**src/hw/ncpu_pkg.sv**
```systemverilog
// Core package with opcode encoding, field positions and shared vector types
`default_nettype none

package ncpu_pkg;

   // Register file geometry
   localparam int REG_AW   = 5;
   localparam int NUM_REGS = 32;

   // Instruction field positions
   localparam int OPC_LSB   = 0;
   localparam int OPC_MSB   = 5;
   localparam int RD_LSB    = 6;
   localparam int RD_MSB    = 11;
   localparam int RS1_LSB   = 12;
   localparam int RS1_MSB   = 17;
   localparam int RS2_LSB   = 18;
   localparam int RS2_MSB   = 23;
   localparam int IMM14_LSB = 18;
   localparam int IMM14_MSB = 31;
   localparam int IMM18_LSB = 12;
   localparam int IMM18_MSB = 29;

   localparam int IMM14_W   = 14;
   localparam int IMM18_W   = 18;
   // Move-high places imm18 at this bit and above
   localparam int MHI_SHIFT = 14;

   typedef logic [31:0]       insn_t;
   typedef logic [REG_AW-1:0] reg_addr_t;

   // Logic unit one-hot selector bits
   localparam int LU_AND = 0;
   localparam int LU_OR  = 1;
   localparam int LU_XOR = 2;
   localparam int LU_LSL = 3;
   localparam int LU_LSR = 4;
   typedef logic [4:0] lu_op_t;

   // Arithmetic unit one-hot selector bits
   localparam int AU_ADD = 0;
   localparam int AU_SUB = 1;
   localparam int AU_CMP = 2;
   localparam int AU_MHI = 3;
   typedef logic [3:0] au_op_t;

   // Executed opcodes, any other code goes to emulation
   typedef enum logic [5:0] {
      OP_AND   = 6'h01,
      OP_AND_I = 6'h02,
      OP_OR    = 6'h03,
      OP_OR_I  = 6'h04,
      OP_XOR   = 6'h05,
      OP_XOR_I = 6'h06,
      OP_LSL   = 6'h07,
      OP_LSL_I = 6'h08,
      OP_LSR   = 6'h09,
      OP_LSR_I = 6'h0a,
      OP_ADD   = 6'h0b,
      OP_ADD_I = 6'h0c,
      OP_SUB   = 6'h0d,
      OP_CMP   = 6'h0e,
      OP_MHI   = 6'h0f
   } opcode_e;

endpackage

`default_nettype wire

```
**src/hw/ncpu_core.sv**
```systemverilog
// Core slice top joining decoder, register file and execution unit
`default_nettype none

module ncpu_core #(
   parameter int DW = 32,
   parameter int AW = 32
) (
   input  wire                 clk,
   input  wire                 arst_n_i,
   input  wire                 insn_valid_i,
   output logic                insn_ready_o,
   input  ncpu_pkg::insn_t     insn_i,
   input  wire  [AW-3:0]       insn_pc_i,
   output logic                res_valid_o,
   input  wire                 res_ready_i,
   output logic [AW-3:0]       res_pc_o,
   output logic                res_wb_o,
   output ncpu_pkg::reg_addr_t res_addr_o,
   output logic [DW-1:0]       res_data_o,
   output logic                res_emu_o
);

   import ncpu_pkg::*;

   // Register file requests and responses
   logic          rs1_re;
   reg_addr_t     rs1_addr;
   logic          rs2_re;
   reg_addr_t     rs2_addr;
   logic [DW-1:0] rs1_data;
   logic          rs1_valid;
   logic [DW-1:0] rs2_data;
   logic          rs2_valid;

   // Decoded operation
   logic          op_valid;
   logic          op_ready;
   lu_op_t        lu_op;
   au_op_t        au_op;
   logic          emu;
   logic          wb;
   reg_addr_t     wb_addr;
   logic [DW-1:0] operand_1;
   logic [DW-1:0] operand_2;
   logic [AW-3:0] pc;

   // Writeback
   logic          we;
   reg_addr_t     waddr;
   logic [DW-1:0] wdata;

   ncpu_idu #(.DW(DW), .AW(AW)) idu_i (
      .clk         (clk),
      .arst_n_i    (arst_n_i),
      .in_valid_i  (insn_valid_i),
      .in_ready_o  (insn_ready_o),
      .insn_i      (insn_i),
      .insn_pc_i   (insn_pc_i),
      .rs1_re_o    (rs1_re),
      .rs1_addr_o  (rs1_addr),
      .rs2_re_o    (rs2_re),
      .rs2_addr_o  (rs2_addr),
      .rs1_data_i  (rs1_data),
      .rs1_valid_i (rs1_valid),
      .rs2_data_i  (rs2_data),
      .rs2_valid_i (rs2_valid),
      .op_valid_o  (op_valid),
      .op_ready_i  (op_ready),
      .lu_op_o     (lu_op),
      .au_op_o     (au_op),
      .emu_o       (emu),
      .wb_o        (wb),
      .wb_addr_o   (wb_addr),
      .operand_1_o (operand_1),
      .operand_2_o (operand_2),
      .pc_o        (pc)
   );

   ncpu_regfile #(.DW(DW)) regfile_i (
      .clk         (clk),
      .arst_n_i    (arst_n_i),
      .rs1_re_i    (rs1_re),
      .rs1_addr_i  (rs1_addr),
      .rs2_re_i    (rs2_re),
      .rs2_addr_i  (rs2_addr),
      .rs1_data_o  (rs1_data),
      .rs2_data_o  (rs2_data),
      .rs1_valid_o (rs1_valid),
      .rs2_valid_o (rs2_valid),
      .we_i        (we),
      .waddr_i     (waddr),
      .wdata_i     (wdata)
   );

   ncpu_ieu #(.DW(DW), .AW(AW)) ieu_i (
      .op_valid_i  (op_valid),
      .op_ready_o  (op_ready),
      .lu_op_i     (lu_op),
      .au_op_i     (au_op),
      .emu_i       (emu),
      .wb_i        (wb),
      .wb_addr_i   (wb_addr),
      .operand_1_i (operand_1),
      .operand_2_i (operand_2),
      .pc_i        (pc),
      .res_valid_o (res_valid_o),
      .res_ready_i (res_ready_i),
      .res_pc_o    (res_pc_o),
      .res_wb_o    (res_wb_o),
      .res_addr_o  (res_addr_o),
      .res_data_o  (res_data_o),
      .res_emu_o   (res_emu_o),
      .we_o        (we),
      .waddr_o     (waddr),
      .wdata_o     (wdata)
   );

endmodule

`default_nettype wire

```
**src/hw/ncpu_idu.sv**
```systemverilog
// Instruction decoder that reads source registers and buffers the decoded operation
`default_nettype none

module ncpu_idu #(
   parameter int DW = 32,
   parameter int AW = 32
) (
   input  wire                 clk,
   input  wire                 arst_n_i,
   input  wire                 in_valid_i,
   output logic                in_ready_o,
   input  ncpu_pkg::insn_t     insn_i,
   input  wire  [AW-3:0]       insn_pc_i,
   output logic                rs1_re_o,
   output ncpu_pkg::reg_addr_t rs1_addr_o,
   output logic                rs2_re_o,
   output ncpu_pkg::reg_addr_t rs2_addr_o,
   input  wire  [DW-1:0]       rs1_data_i,
   input  wire                 rs1_valid_i,
   input  wire  [DW-1:0]       rs2_data_i,
   input  wire                 rs2_valid_i,
   output logic                op_valid_o,
   input  wire                 op_ready_i,
   output ncpu_pkg::lu_op_t    lu_op_o,
   output ncpu_pkg::au_op_t    au_op_o,
   output logic                emu_o,
   output logic                wb_o,
   output ncpu_pkg::reg_addr_t wb_addr_o,
   output logic [DW-1:0]       operand_1_o,
   output logic [DW-1:0]       operand_2_o,
   output logic [AW-3:0]       pc_o
);

   import ncpu_pkg::*;

   opcode_e              opc;
   logic [IMM14_W-1:0]   f_imm14;
   logic [IMM18_W-1:0]   f_imm18;
   lu_op_t               lu_op;
   au_op_t               au_op;
   logic                 use_imm14;
   logic                 use_imm18;
   logic                 imm_signed;
   logic                 emu;
   logic                 wb;
   logic                 rs1_need;
   logic                 rs2_need;
   logic [DW-1:0]        imm;
   logic                 cas;

   logic [DW-1:0]        imm_q;
   logic                 rs1_rd_q;
   logic                 rs2_rd_q;

   assign opc     = opcode_e'(insn_i[OPC_MSB:OPC_LSB]);
   assign f_imm14 = insn_i[IMM14_MSB:IMM14_LSB];
   assign f_imm18 = insn_i[IMM18_MSB:IMM18_LSB];

   always_comb begin
      lu_op      = '0;
      au_op      = '0;
      use_imm14  = 1'b0;
      use_imm18  = 1'b0;
      imm_signed = 1'b0;
      case (opc)
         OP_AND:   lu_op[LU_AND] = 1'b1;
         OP_OR:    lu_op[LU_OR]  = 1'b1;
         OP_XOR:   lu_op[LU_XOR] = 1'b1;
         OP_LSL:   lu_op[LU_LSL] = 1'b1;
         OP_LSR:   lu_op[LU_LSR] = 1'b1;
         OP_ADD:   au_op[AU_ADD] = 1'b1;
         OP_SUB:   au_op[AU_SUB] = 1'b1;
         OP_CMP:   au_op[AU_CMP] = 1'b1;
         OP_AND_I: begin
            lu_op[LU_AND] = 1'b1;
            use_imm14     = 1'b1;
            imm_signed    = 1'b1;
         end
         OP_OR_I: begin
            lu_op[LU_OR] = 1'b1;
            use_imm14    = 1'b1;
         end
         OP_XOR_I: begin
            lu_op[LU_XOR] = 1'b1;
            use_imm14     = 1'b1;
            imm_signed    = 1'b1;
         end
         OP_LSL_I: begin
            lu_op[LU_LSL] = 1'b1;
            use_imm14     = 1'b1;
         end
         OP_LSR_I: begin
            lu_op[LU_LSR] = 1'b1;
            use_imm14     = 1'b1;
         end
         OP_ADD_I: begin
            au_op[AU_ADD] = 1'b1;
            use_imm14     = 1'b1;
            imm_signed    = 1'b1;
         end
         OP_MHI: begin
            au_op[AU_MHI] = 1'b1;
            use_imm18     = 1'b1;
         end
         default: ;
      endcase
   end

   // Nothing selected means the opcode is left to software
   assign emu      = ~(|lu_op | |au_op);
   assign wb       = ~(au_op[AU_CMP] | emu);
   assign rs1_need = ~use_imm18;
   assign rs2_need = ~(use_imm14 | use_imm18);

   assign imm = use_imm18  ? ({{(DW-IMM18_W){1'b0}}, f_imm18} << MHI_SHIFT) :
                imm_signed ? {{(DW-IMM14_W){f_imm14[IMM14_W-1]}}, f_imm14} :
                             {{(DW-IMM14_W){1'b0}}, f_imm14};

   ncpu_pipe_buf pipe_buf_i (
      .clk         (clk),
      .arst_n_i    (arst_n_i),
      .in_valid_i  (in_valid_i),
      .in_ready_o  (in_ready_o),
      .out_valid_o (op_valid_o),
      .out_ready_i (op_ready_i),
      .cas_o       (cas)
   );

   // Register reads are issued only for the word being captured
   assign rs1_re_o   = cas & rs1_need;
   assign rs1_addr_o = insn_i[RS1_LSB +: REG_AW];
   assign rs2_re_o   = cas & rs2_need;
   assign rs2_addr_o = insn_i[RS2_LSB +: REG_AW];

   always_ff @(posedge clk or negedge arst_n_i) begin
      if (!arst_n_i) begin
         lu_op_o  <= '0;
         au_op_o  <= '0;
         emu_o    <= 1'b0;
         wb_o     <= 1'b0;
         rs1_rd_q <= 1'b0;
         rs2_rd_q <= 1'b0;
      end else if (cas) begin
         lu_op_o  <= lu_op;
         au_op_o  <= au_op;
         emu_o    <= emu;
         wb_o     <= wb;
         rs1_rd_q <= rs1_need;
         rs2_rd_q <= rs2_need;
      end
   end

   always_ff @(posedge clk) begin
      if (cas) begin
         imm_q     <= imm;
         pc_o      <= insn_pc_i;
         wb_addr_o <= insn_i[RD_LSB +: REG_AW];
      end
   end

   assign operand_1_o = (rs1_rd_q & rs1_valid_i) ? rs1_data_i : imm_q;
   assign operand_2_o = (rs2_rd_q & rs2_valid_i) ? rs2_data_i : imm_q;

endmodule

`default_nettype wire

```
**src/hw/ncpu_ieu.sv**
```systemverilog
// Integer execution unit for logic, shift, add/sub, compare and move-high
`default_nettype none

module ncpu_ieu #(
   parameter int DW = 32,
   parameter int AW = 32
) (
   input  wire                 op_valid_i,
   output logic                op_ready_o,
   input  ncpu_pkg::lu_op_t    lu_op_i,
   input  ncpu_pkg::au_op_t    au_op_i,
   input  wire                 emu_i,
   input  wire                 wb_i,
   input  ncpu_pkg::reg_addr_t wb_addr_i,
   input  wire  [DW-1:0]       operand_1_i,
   input  wire  [DW-1:0]       operand_2_i,
   input  wire  [AW-3:0]       pc_i,
   output logic                res_valid_o,
   input  wire                 res_ready_i,
   output logic [AW-3:0]       res_pc_o,
   output logic                res_wb_o,
   output ncpu_pkg::reg_addr_t res_addr_o,
   output logic [DW-1:0]       res_data_o,
   output logic                res_emu_o,
   output logic                we_o,
   output ncpu_pkg::reg_addr_t waddr_o,
   output logic [DW-1:0]       wdata_o
);

   import ncpu_pkg::*;

   localparam int SHW = $clog2(DW);

   logic [SHW-1:0] shamt;
   logic [DW-1:0]  lu_and;
   logic [DW-1:0]  lu_or;
   logic [DW-1:0]  lu_xor;
   logic [DW-1:0]  lu_lsl;
   logic [DW-1:0]  lu_lsr;
   logic [DW-1:0]  add_b;
   logic [DW-1:0]  au_sum;
   logic [DW-1:0]  au_cmp;
   logic [DW-1:0]  result;

   assign shamt  = operand_2_i[SHW-1:0];

   assign lu_and = operand_1_i & operand_2_i;
   assign lu_or  = operand_1_i | operand_2_i;
   assign lu_xor = operand_1_i ^ operand_2_i;
   assign lu_lsl = operand_1_i << shamt;
   assign lu_lsr = operand_1_i >> shamt;

   // One adder for both add and subtract
   assign add_b  = au_op_i[AU_SUB] ? ~operand_2_i : operand_2_i;
   assign au_sum = operand_1_i + add_b + {{(DW-1){1'b0}}, au_op_i[AU_SUB]};

   // Equality flag in bit 0
   assign au_cmp = {{(DW-1){1'b0}}, operand_1_i == operand_2_i};

   // Selectors are one-hot, so an and-or mux is enough
   // Emulated ops have no selector set and give zero
   assign result = ({DW{lu_op_i[LU_AND]}} & lu_and) |
                   ({DW{lu_op_i[LU_OR]}}  & lu_or)  |
                   ({DW{lu_op_i[LU_XOR]}} & lu_xor) |
                   ({DW{lu_op_i[LU_LSL]}} & lu_lsl) |
                   ({DW{lu_op_i[LU_LSR]}} & lu_lsr) |
                   ({DW{au_op_i[AU_ADD] | au_op_i[AU_SUB]}} & au_sum) |
                   ({DW{au_op_i[AU_CMP]}} & au_cmp) |
                   ({DW{au_op_i[AU_MHI]}} & operand_2_i);

   // Handshake passes straight through
   assign res_valid_o = op_valid_i;
   assign op_ready_o  = res_ready_i;

   assign res_pc_o    = pc_i;
   assign res_wb_o    = wb_i;
   assign res_addr_o  = wb_addr_i;
   assign res_data_o  = result;
   assign res_emu_o   = emu_i;

   // Write back only when the result is taken
   assign we_o    = op_valid_i & res_ready_i & wb_i;
   assign waddr_o = wb_addr_i;
   assign wdata_o = result;

endmodule

`default_nettype wire

```
**src/hw/ncpu_pipe_buf.sv**
```systemverilog
// Pipeline buffer holding one item between a valid/ready producer and consumer
`default_nettype none

module ncpu_pipe_buf (
   input  wire  clk,
   input  wire  arst_n_i,
   input  wire  in_valid_i,
   output logic in_ready_o,
   output logic out_valid_o,
   input  wire  out_ready_i,
   output logic cas_o
);

   logic full_q;

   // Room when empty, or when the held item leaves this cycle
   assign in_ready_o = ~full_q | out_ready_i;

   // Capture strobe for the payload registers of the producer
   assign cas_o = in_valid_i & in_ready_o;

   assign out_valid_o = full_q;

   always_ff @(posedge clk or negedge arst_n_i) begin
      if (!arst_n_i) begin
         full_q <= 1'b0;
      end else if (cas_o) begin
         full_q <= 1'b1;
      end else if (out_ready_i) begin
         // Drained with nothing new behind it
         full_q <= 1'b0;
      end
   end

endmodule

`default_nettype wire

```
**src/hw/ncpu_regfile.sv**
```systemverilog
// Register file with two registered read ports, one write port and write bypass
`default_nettype none

module ncpu_regfile #(
   parameter int DW = 32
) (
   input  wire                clk,
   input  wire                arst_n_i,
   input  wire                rs1_re_i,
   input  ncpu_pkg::reg_addr_t rs1_addr_i,
   input  wire                rs2_re_i,
   input  ncpu_pkg::reg_addr_t rs2_addr_i,
   output logic [DW-1:0]      rs1_data_o,
   output logic [DW-1:0]      rs2_data_o,
   output logic               rs1_valid_o,
   output logic               rs2_valid_o,
   input  wire                we_i,
   input  ncpu_pkg::reg_addr_t waddr_i,
   input  wire  [DW-1:0]      wdata_i
);

   import ncpu_pkg::*;

   logic [DW-1:0] regs_q [NUM_REGS];

   logic          wr_en;
   logic [DW-1:0] rd1_val;
   logic [DW-1:0] rd2_val;

   // r0 is hardwired to zero, writes to it are dropped
   assign wr_en = we_i & (waddr_i != '0);

   // Same-cycle write is forwarded to the reader
   assign rd1_val = (rs1_addr_i == '0) ? '0 :
                    (wr_en && waddr_i == rs1_addr_i) ? wdata_i : regs_q[rs1_addr_i];
   assign rd2_val = (rs2_addr_i == '0) ? '0 :
                    (wr_en && waddr_i == rs2_addr_i) ? wdata_i : regs_q[rs2_addr_i];

   always_ff @(posedge clk or negedge arst_n_i) begin
      if (!arst_n_i) begin
         for (int i = 0; i < NUM_REGS; i++) begin
            regs_q[i] <= '0;
         end
      end else if (wr_en) begin
         regs_q[waddr_i] <= wdata_i;
      end
   end

   // Read data holds until the next read on the same port
   always_ff @(posedge clk or negedge arst_n_i) begin
      if (!arst_n_i) begin
         rs1_data_o  <= '0;
         rs2_data_o  <= '0;
         rs1_valid_o <= 1'b0;
         rs2_valid_o <= 1'b0;
      end else begin
         if (rs1_re_i) begin
            rs1_data_o  <= rd1_val;
            rs1_valid_o <= 1'b1;
         end
         if (rs2_re_i) begin
            rs2_data_o  <= rd2_val;
            rs2_valid_o <= 1'b1;
         end
      end
   end

endmodule

`default_nettype wire

```
**config.mk**
```make
export PLATFORM = sky130hd
export DESIGN_NAME = ncpu_core
export DESIGN_NICKNAME = d
export VERILOG_FILES = /design/src/hw/ncpu_pkg.sv /design/src/hw/ncpu_core.sv /design/src/hw/ncpu_idu.sv /design/src/hw/ncpu_ieu.sv /design/src/hw/ncpu_pipe_buf.sv /design/src/hw/ncpu_regfile.sv
export SDC_FILE = /design/constraint.sdc
export NUM_CORES = 2
export LEC_CHECK = 0
export BUFFER_PORTS_ARGS = -buffer_cell sky130_fd_sc_hd__buf_4
export CAP_MARGIN = 20
export CORE_MARGIN = 1.5
export CORE_UTILIZATION = 40
export DETAILED_ROUTE_END_ITERATION = 8
export HOLD_SLACK_MARGIN = 0.1
export SETUP_SLACK_MARGIN = 0.1
export SYNTH_ARGS = -nofsm -noshare
export SYNTH_HDL_FRONTEND = slang
export SYNTH_SLANG_ARGS = --single-unit
```
**constraint.sdc**
```tcl
create_clock -name clk -period 7.1 [get_ports clk]
set_input_delay 0.71 -clock clk [delete_from_list [all_inputs] [get_ports clk]]
set_output_delay 0.71 -clock clk [all_outputs]
set_load 0.02 [all_outputs]
```
* After elaboration in Yosys (flattened, before gate mapping)
Index checks and enable logic that the tools add are counted.
** Storage, ports and cells
- Bits in registers :: 1171
- Memories :: 0
- RAM bits :: 0
- Bits in latches :: 0
- Word-level logic and storage cells :: 161
- Input port bits :: 66
- Output and inout port bits :: 71
- ROM bits :: 0
** Cells by class
- Div/mod/pow operators :: 0
- Muxes and demuxes :: 31
- Reductions and logical operators :: 17
- Add/subtract/negate cells :: 2
- Shift-type cells :: 2
- Magnitude comparators :: 4
- Eq/ne operators :: 18
- Multiply operators :: 0
- Bitwise operators :: 40
** Operator list (count)
- 1024-bit bitwise mux :: 1
- 32-bit 2-to-1 mux :: 14
- 32-bit binary-select mux with 5-bit select :: 2
- 32-bit AND :: 8
- 32-bit OR :: 8
- 32-bit demux with 5-bit select :: 1
- 6-bit by 4-bit == test with 1-bit output (second input constant) :: 8
- 32-bit by 1-bit adder with 32-bit output :: 1
- 32-bit adder :: 1
- 32-bit by 1-bit AND with 32-bit output :: 1
- 32-bit == test :: 1
- 32-bit inverter :: 1
- 32-bit by 5-bit left shift with 32-bit output :: 1
- 32-bit by 5-bit right shift with 32-bit output :: 1
- 32-bit bitwise XOR :: 1
- 6-bit by 3-bit == test with 1-bit output (second input constant) :: 4
- 6-bit >= comparator (second input constant) :: 3
- 5-bit inverter with 6-bit output :: 3
- 1-bit 2-to-1 mux :: 13
- 6-bit by 2-bit == test with 1-bit output (second input constant) :: 2
- 2-bit OR reduction :: 6
- 5-bit == test :: 2
- 5-bit zero test :: 2
- 1-bit AND :: 8
- 11 further kinds :: 21

* Logic depth before layout (Yosys ltp)
- Word-level depth :: 13
- Depth in mapped cells :: 20

* Modules after synthesis
Synthesis repeated with hierarchy kept, for this count alone.
** Second synthesis, totals
- Cell total of the unflattened synthesis :: 5055
- Area, all modules :: 68848.5 µm²
** Modules (own cells, without submodules)
- ncpu_regfile :: area an instance 56989.7 µm², sequential area each 27276.2 µm², instances 1, cells an instance 3617
- ncpu_ieu :: area an instance 7987.7 µm², sequential area each 0.0 µm², instances 1, cells an instance 1180
- ncpu_idu :: area an instance 3817.4 µm², sequential area each 2337.2 µm², instances 1, cells an instance 254
- ncpu_pipe_buf :: area an instance 53.8 µm², sequential area each 25.0 µm², instances 1, cells an instance 4

* Least setup slack after synthesis
OpenSTA, ideal clock, no wires.
- Kind :: register -> output
- From :: reg idu_i.rs2_rd_q
- To :: out res_data_o[12]
- Buffers on the path :: 6
- Cell stages (with the launch flop) :: 20
- Data required time :: 6.390 ns
- Data arrival time :: 4.457 ns
- Slack :: 1.933 ns
- Cells stage by stage :: dfrtp_1 > buf_2 > nand2_1 > buf_2 > buf_2 > buf_2 > mux2_2 > inv_1 > xnor2_1 > ha_1 > and2_1 > a221o_1 > a221oi_1 > nor2_1 > o311a_1 > a221oi_1 > and3_1 > clkbuf_1 > buf_2 > inv_1
** On the way
- Word-level cells in the longest chain between the ends :: 11
** Ends and longest elaborated chain
- from (decl) :: RTL line ncpu_idu.sv:53 : logic rs2_rd_q;
- from (signal assigned) :: RTL line ncpu_idu.sv:149 : rs2_rd_q <= rs2_need;
- 1-bit AND * :: RTL line ncpu_idu.sv:162 : assign operand_2_o = (rs2_rd_q & rs2_valid_i) ? rs2_data_i : imm_q;
- 32-bit 2-to-1 mux * :: RTL line ncpu_idu.sv:162
- parallel branches: the longest is 8 deep, another holds 32-bit adder
- 32-bit OR * :: RTL line ncpu_ieu.sv:68 : ({DW{au_op_i[AU_CMP]}} & au_cmp) |
- to (decl) :: RTL line ncpu_core.sv:19 : output logic [DW-1:0] res_data_o,
Every way passes the cells marked *.

* Final worst setup path
- From :: reg idu_i.rs2_rd_q
- To :: out res_data_o[14]
Same word-level chain as after synthesis.

==> flow_summary.ini <==
[timing]
slew_headroom_pct = 10.5
slew_viol_final = 0
finalCritPeriodShare_pct = 95.1
setup_viol = 0
setup_tns_ps = 0
max_freq_ghz = 0.148
hold_viol_final = 0
rsz0062_at_grt = false
skew_ps = 38.9
worstMarginPinSlew_ps = 1310
min_period_ps = 6750

[yosys]
synth_compound_area_share_pct = 15.1
synth_top_family_by_area = multiplexers
synth_edf_count = 67
synthSimpleGateAreaFrac_pct = 9.94
syn_area_um2 = 67600
synth_seq_area_share_pct = 43.8
synthesis.nets = 6330
synthAdderAreaFrac_pct = 1.79
async_flop_share_pct = 94.3
yosysUniqueCellTypes = 103
ys_warn_count = 0
ys_ff_latch = 1171
synth_mux_area_share_pct = 23.9
synthXorXnorAreaFrac_pct = 0.751
synth.top_cells.by_area = dfrtp_1 41%, mux4_2 22%, a21oi_1 7.5%
synth_top_area_share_pct = 40.9
netlist_instances = 6168
synth.avg_cell_area_um2 = 11.0
synth_top_cell_by_area = dfrtp_1
synth_flop_cell = dfrtp_1

[clock_tree]
clkTransAtPathRegs_ps = 60
root_buffer = clkbuf_16
cts_tree = done
clkSinkCount = 1171
numCtsBuffers = 136
insertion_delay_ps = 800
clk_path_buf_depth = 3
htreeDepth = 4

[floorplan]
start_util_pct = 40.3
num_rows = 150
die_area_um2 = 172000
die_x_um = 414
fp.coreArea_um2 = 168000
die_y_um = 414
ios = 137

[place]
postPlaceCellArea_um2 = 70700
gp_congestion = 1.05
io_buffers = 135
dpl.hpwl_um = 164000

[final_layout]
area_growth_pct = 12.0
regArea_um2 = 29600
design_area_um2 = 75700
fill_cells = 15467
multi_input_area_um2 = 35200
layout-drive-gt1-share_pct = 22.0
nets = 6190

[routing]
antenna_left = 0
drcViolationCount = 0
routed_wirelength_um = 256000
vias = 53235
initialDrtViolationCount = 6390
vias_per_cell = 6.38
drtPass1Iterations = 6
wl_per_cell_um = 30.6

[worst_setup_path]
r2r_slack_ps = 1350
ff2ff_path_depth = 14
end_kind = primary output
path_class = register to primary output
r2r_end = regfile_i.rs1_data_o[14]
arrival_ps = 6040
crit_path_max_fanout = 12
r2r_start = idu_i.rs2_rd_q
startpoint_type = register
worstPathRequired_ps = 6390
startpoint = idu_i.rs2_rd_q

[flow_run]
drv_cap = 0

[pwr]
ir_worst_vdd_mv = 0.176
p_int_mw = 13.3
switchingPower_mw = 5.96
leakagePower_nw = 32.7
power_switching_share_pct = 31.0
cellPowerDensity_nw_per_um2 = 254
pwr-share-clk_pct = 37.4
combPwrFrac_pct = 21.4
p_seq_share_pct = 41.1

[global_route]
grt_pass1_wl_um = 371000
grt_usage_pct = 29.5
overflow = 0
grt_pass1_vias = 51920
antenna_found_initial = 9
grt_max_degree = 161

[hold_path]
hold_start = insn_i[4]
holdPathEnd = idu_i.wb_o
hp-class = input pin to register
min_path_cells = 2

[run_status]
status = completed
-- metal layers --
layer	track usage (%)	part of all wire, %	up-vias
met3	6.57	10	584
li1	-	-	22617
met2	44.4	45	2817
met5	0	0.022	-
met4	13.1	4.8	8
met1	41.0	41	27209
-- synthesized netlist by cell type, types with 21 or more instances --
| cell type | number |
|---|---|
| buf_1 | 71 |
| buf_2 | 125 |
| mux2_2 | 29 |
| a31oi_1 | 51 |
| clkbuf_1 | 408 |
| o21ai_1 | 46 |
| mux2i_1 | 108 |
| and3_1 | 44 |
| o211ai_1 | 21 |
| nand3_1 | 43 |
| a21oi_1 | 1016 |
| mux4_2 | 653 |
| o21ai_0 | 155 |
| dfrtp_1 | 1104 |
| nand2_1 | 287 |
| nor3_1 | 62 |
| ha_1 | 95 |
| a21o_1 | 37 |
| buf_4 | 28 |
| xnor2_1 | 46 |
| edfxtp_1 | 67 |
| nor2_1 | 1024 |
| inv_1 | 103 |
| a211oi_1 | 73 |
| nand4_1 | 26 |
-- power groups by stage --
stage	combinational, mW	clock, mW	sequential (mW)
2_1_floorplan	2.76	0	7.82
3_3_place_gp	3.97	0	7.95
3_5_place_dp	4.03	0	8.00
4_1_cts	4.06	7.30	7.89
5_1_grt	4.39	7.55	7.98
6_report	4.12	7.20	7.91
-- worst max path at each step --
stage	slack, ps	cells past startpoint	end
finish	350	14	res_data_o[14]
global route	120	14	res_data_o[14]
CTS	160	15	res_data_o[21]
detailed placement	850	15	res_data_o[21]
global placement	830	15	res_data_o[21]
floorplan	1930	19	res_data_o[12]
-- cell families after synthesis --
| family | Yosys count |
|---|---|
| xor gates and xnor gates | 58 |
| buffers and inverters | 755 |
| DFF | 1171 |
| AOI/OAI and AO/OA | 1690 |
| and+or+nand+nor | 1606 |
| muxes | 792 |
| adders and majority gates | 96 |
-- repair_timing --
item / CTS / global route
gates resized for setup: 1 / 3
cloned: 0 / 0
buffers inserted: 0 / 2
hold buffers: 37 / 0
pin swaps: 0 / 2
endpoints found under the hold margin: 95 / 0
setup endpoints to repair: 1 / 5
-- placed cells by master, fill, tap and decap left out, types with 15 or more instances in the layout --
| cell type | instances |
|---|---|
| a31oi_1 | 51 |
| clkbuf_8 | 31 |
| a221oi_1 | 18 |
| a21o_1 | 37 |
| nor2_1 | 988 |
| o221ai_1 | 18 |
| nor2_4 | 28 |
| o21ai_0 | 153 |
| mux2i_1 | 108 |
| a211oi_1 | 73 |
| buf_12 | 23 |
| a21oi_1 | 1016 |
| ha_1 | 95 |
| dfrtp_1 | 1104 |
| o211ai_1 | 21 |
| nand2_1 | 286 |
| inv_1 | 102 |
| nor4_1 | 15 |
| o31ai_1 | 19 |
| a211o_1 | 19 |
| and3_1 | 44 |
| nor2b_1 | 20 |
| buf_4 | 295 |
| nand3_1 | 41 |
| o21ai_1 | 48 |
| mux2_2 | 29 |
| clkbuf_1 | 37 |
| nor3_1 | 60 |
| xnor2_1 | 46 |
| nand4_1 | 26 |
| edfxtp_1 | 67 |
| mux4_2 | 653 |
| dlygate4sd3_1 | 37 |
| clkinv_2 | 16 |
| clkbuf_16 | 140 |
-- state kept, by name (all words and copies together), names as in the netlist --
register,flops
regfile_i.regs_q,1024
idu_i.imm_q,32
regfile_i.rs1_data_o,32
regfile_i.rs2_data_o,32
idu_i.pc_o,30
idu_i.lu_op_o,5
idu_i.wb_addr_o,5
idu_i.au_op_o,4
idu_i.emu_o,1
idu_i.pipe_buf_i.out_valid_o,1
idu_i.rs1_rd_q,1
idu_i.rs2_rd_q,1
idu_i.wb_o,1
regfile_i.rs1_valid_o,1
regfile_i.rs2_valid_o,1
-- metrics by stage --
stage | util, % | setup WS, ps | hold slack, ps | total power, mW | cells
2_1_floorplan | - | 1930 | 414 | 10.6 | 6168
3_3_place_gp | 42.1 | 832 | 376 | 11.9 | 8047
3_5_place_dp | 42.2 | 854 | 384 | 12.0 | 8054
4_1_cts | 45.1 | 156 | 114 | 19.2 | 8339
5_1_grt | 45.2 | 119 | 167 | 19.9 | 8343
6_report | 45.2 | 346 | 183 | 19.2 | 8344
-- worst max-delay path, cell delays in order (launching register included) --
cell	delay [ps]
dfrtp_1	640
nand3_1	250
nand2_1	480
inv_1	420
xnor2_1	230
ha_1	360
a21oi_1	250
o21ai_0	240
a221oi_1	570
o21ai_0	220
xor2_1	240
a221oi_1	320
and3_1	700
inv_1	120
buf_4	190
-- layout make-up --
cell class | instances | share of cell area (%)
multi-input combinational | 4242 | 46.4
sequential | 1171 | 39.1
antenna | 2 | 0.00661
clock buffer | 208 | 5.37
clock inverter | 40 | 0.664
timing repair buffer | 364 | 4.21
inverter | 113 | 0.562
tap | 2204 | 3.64
(Power assumes the default switching activity.)
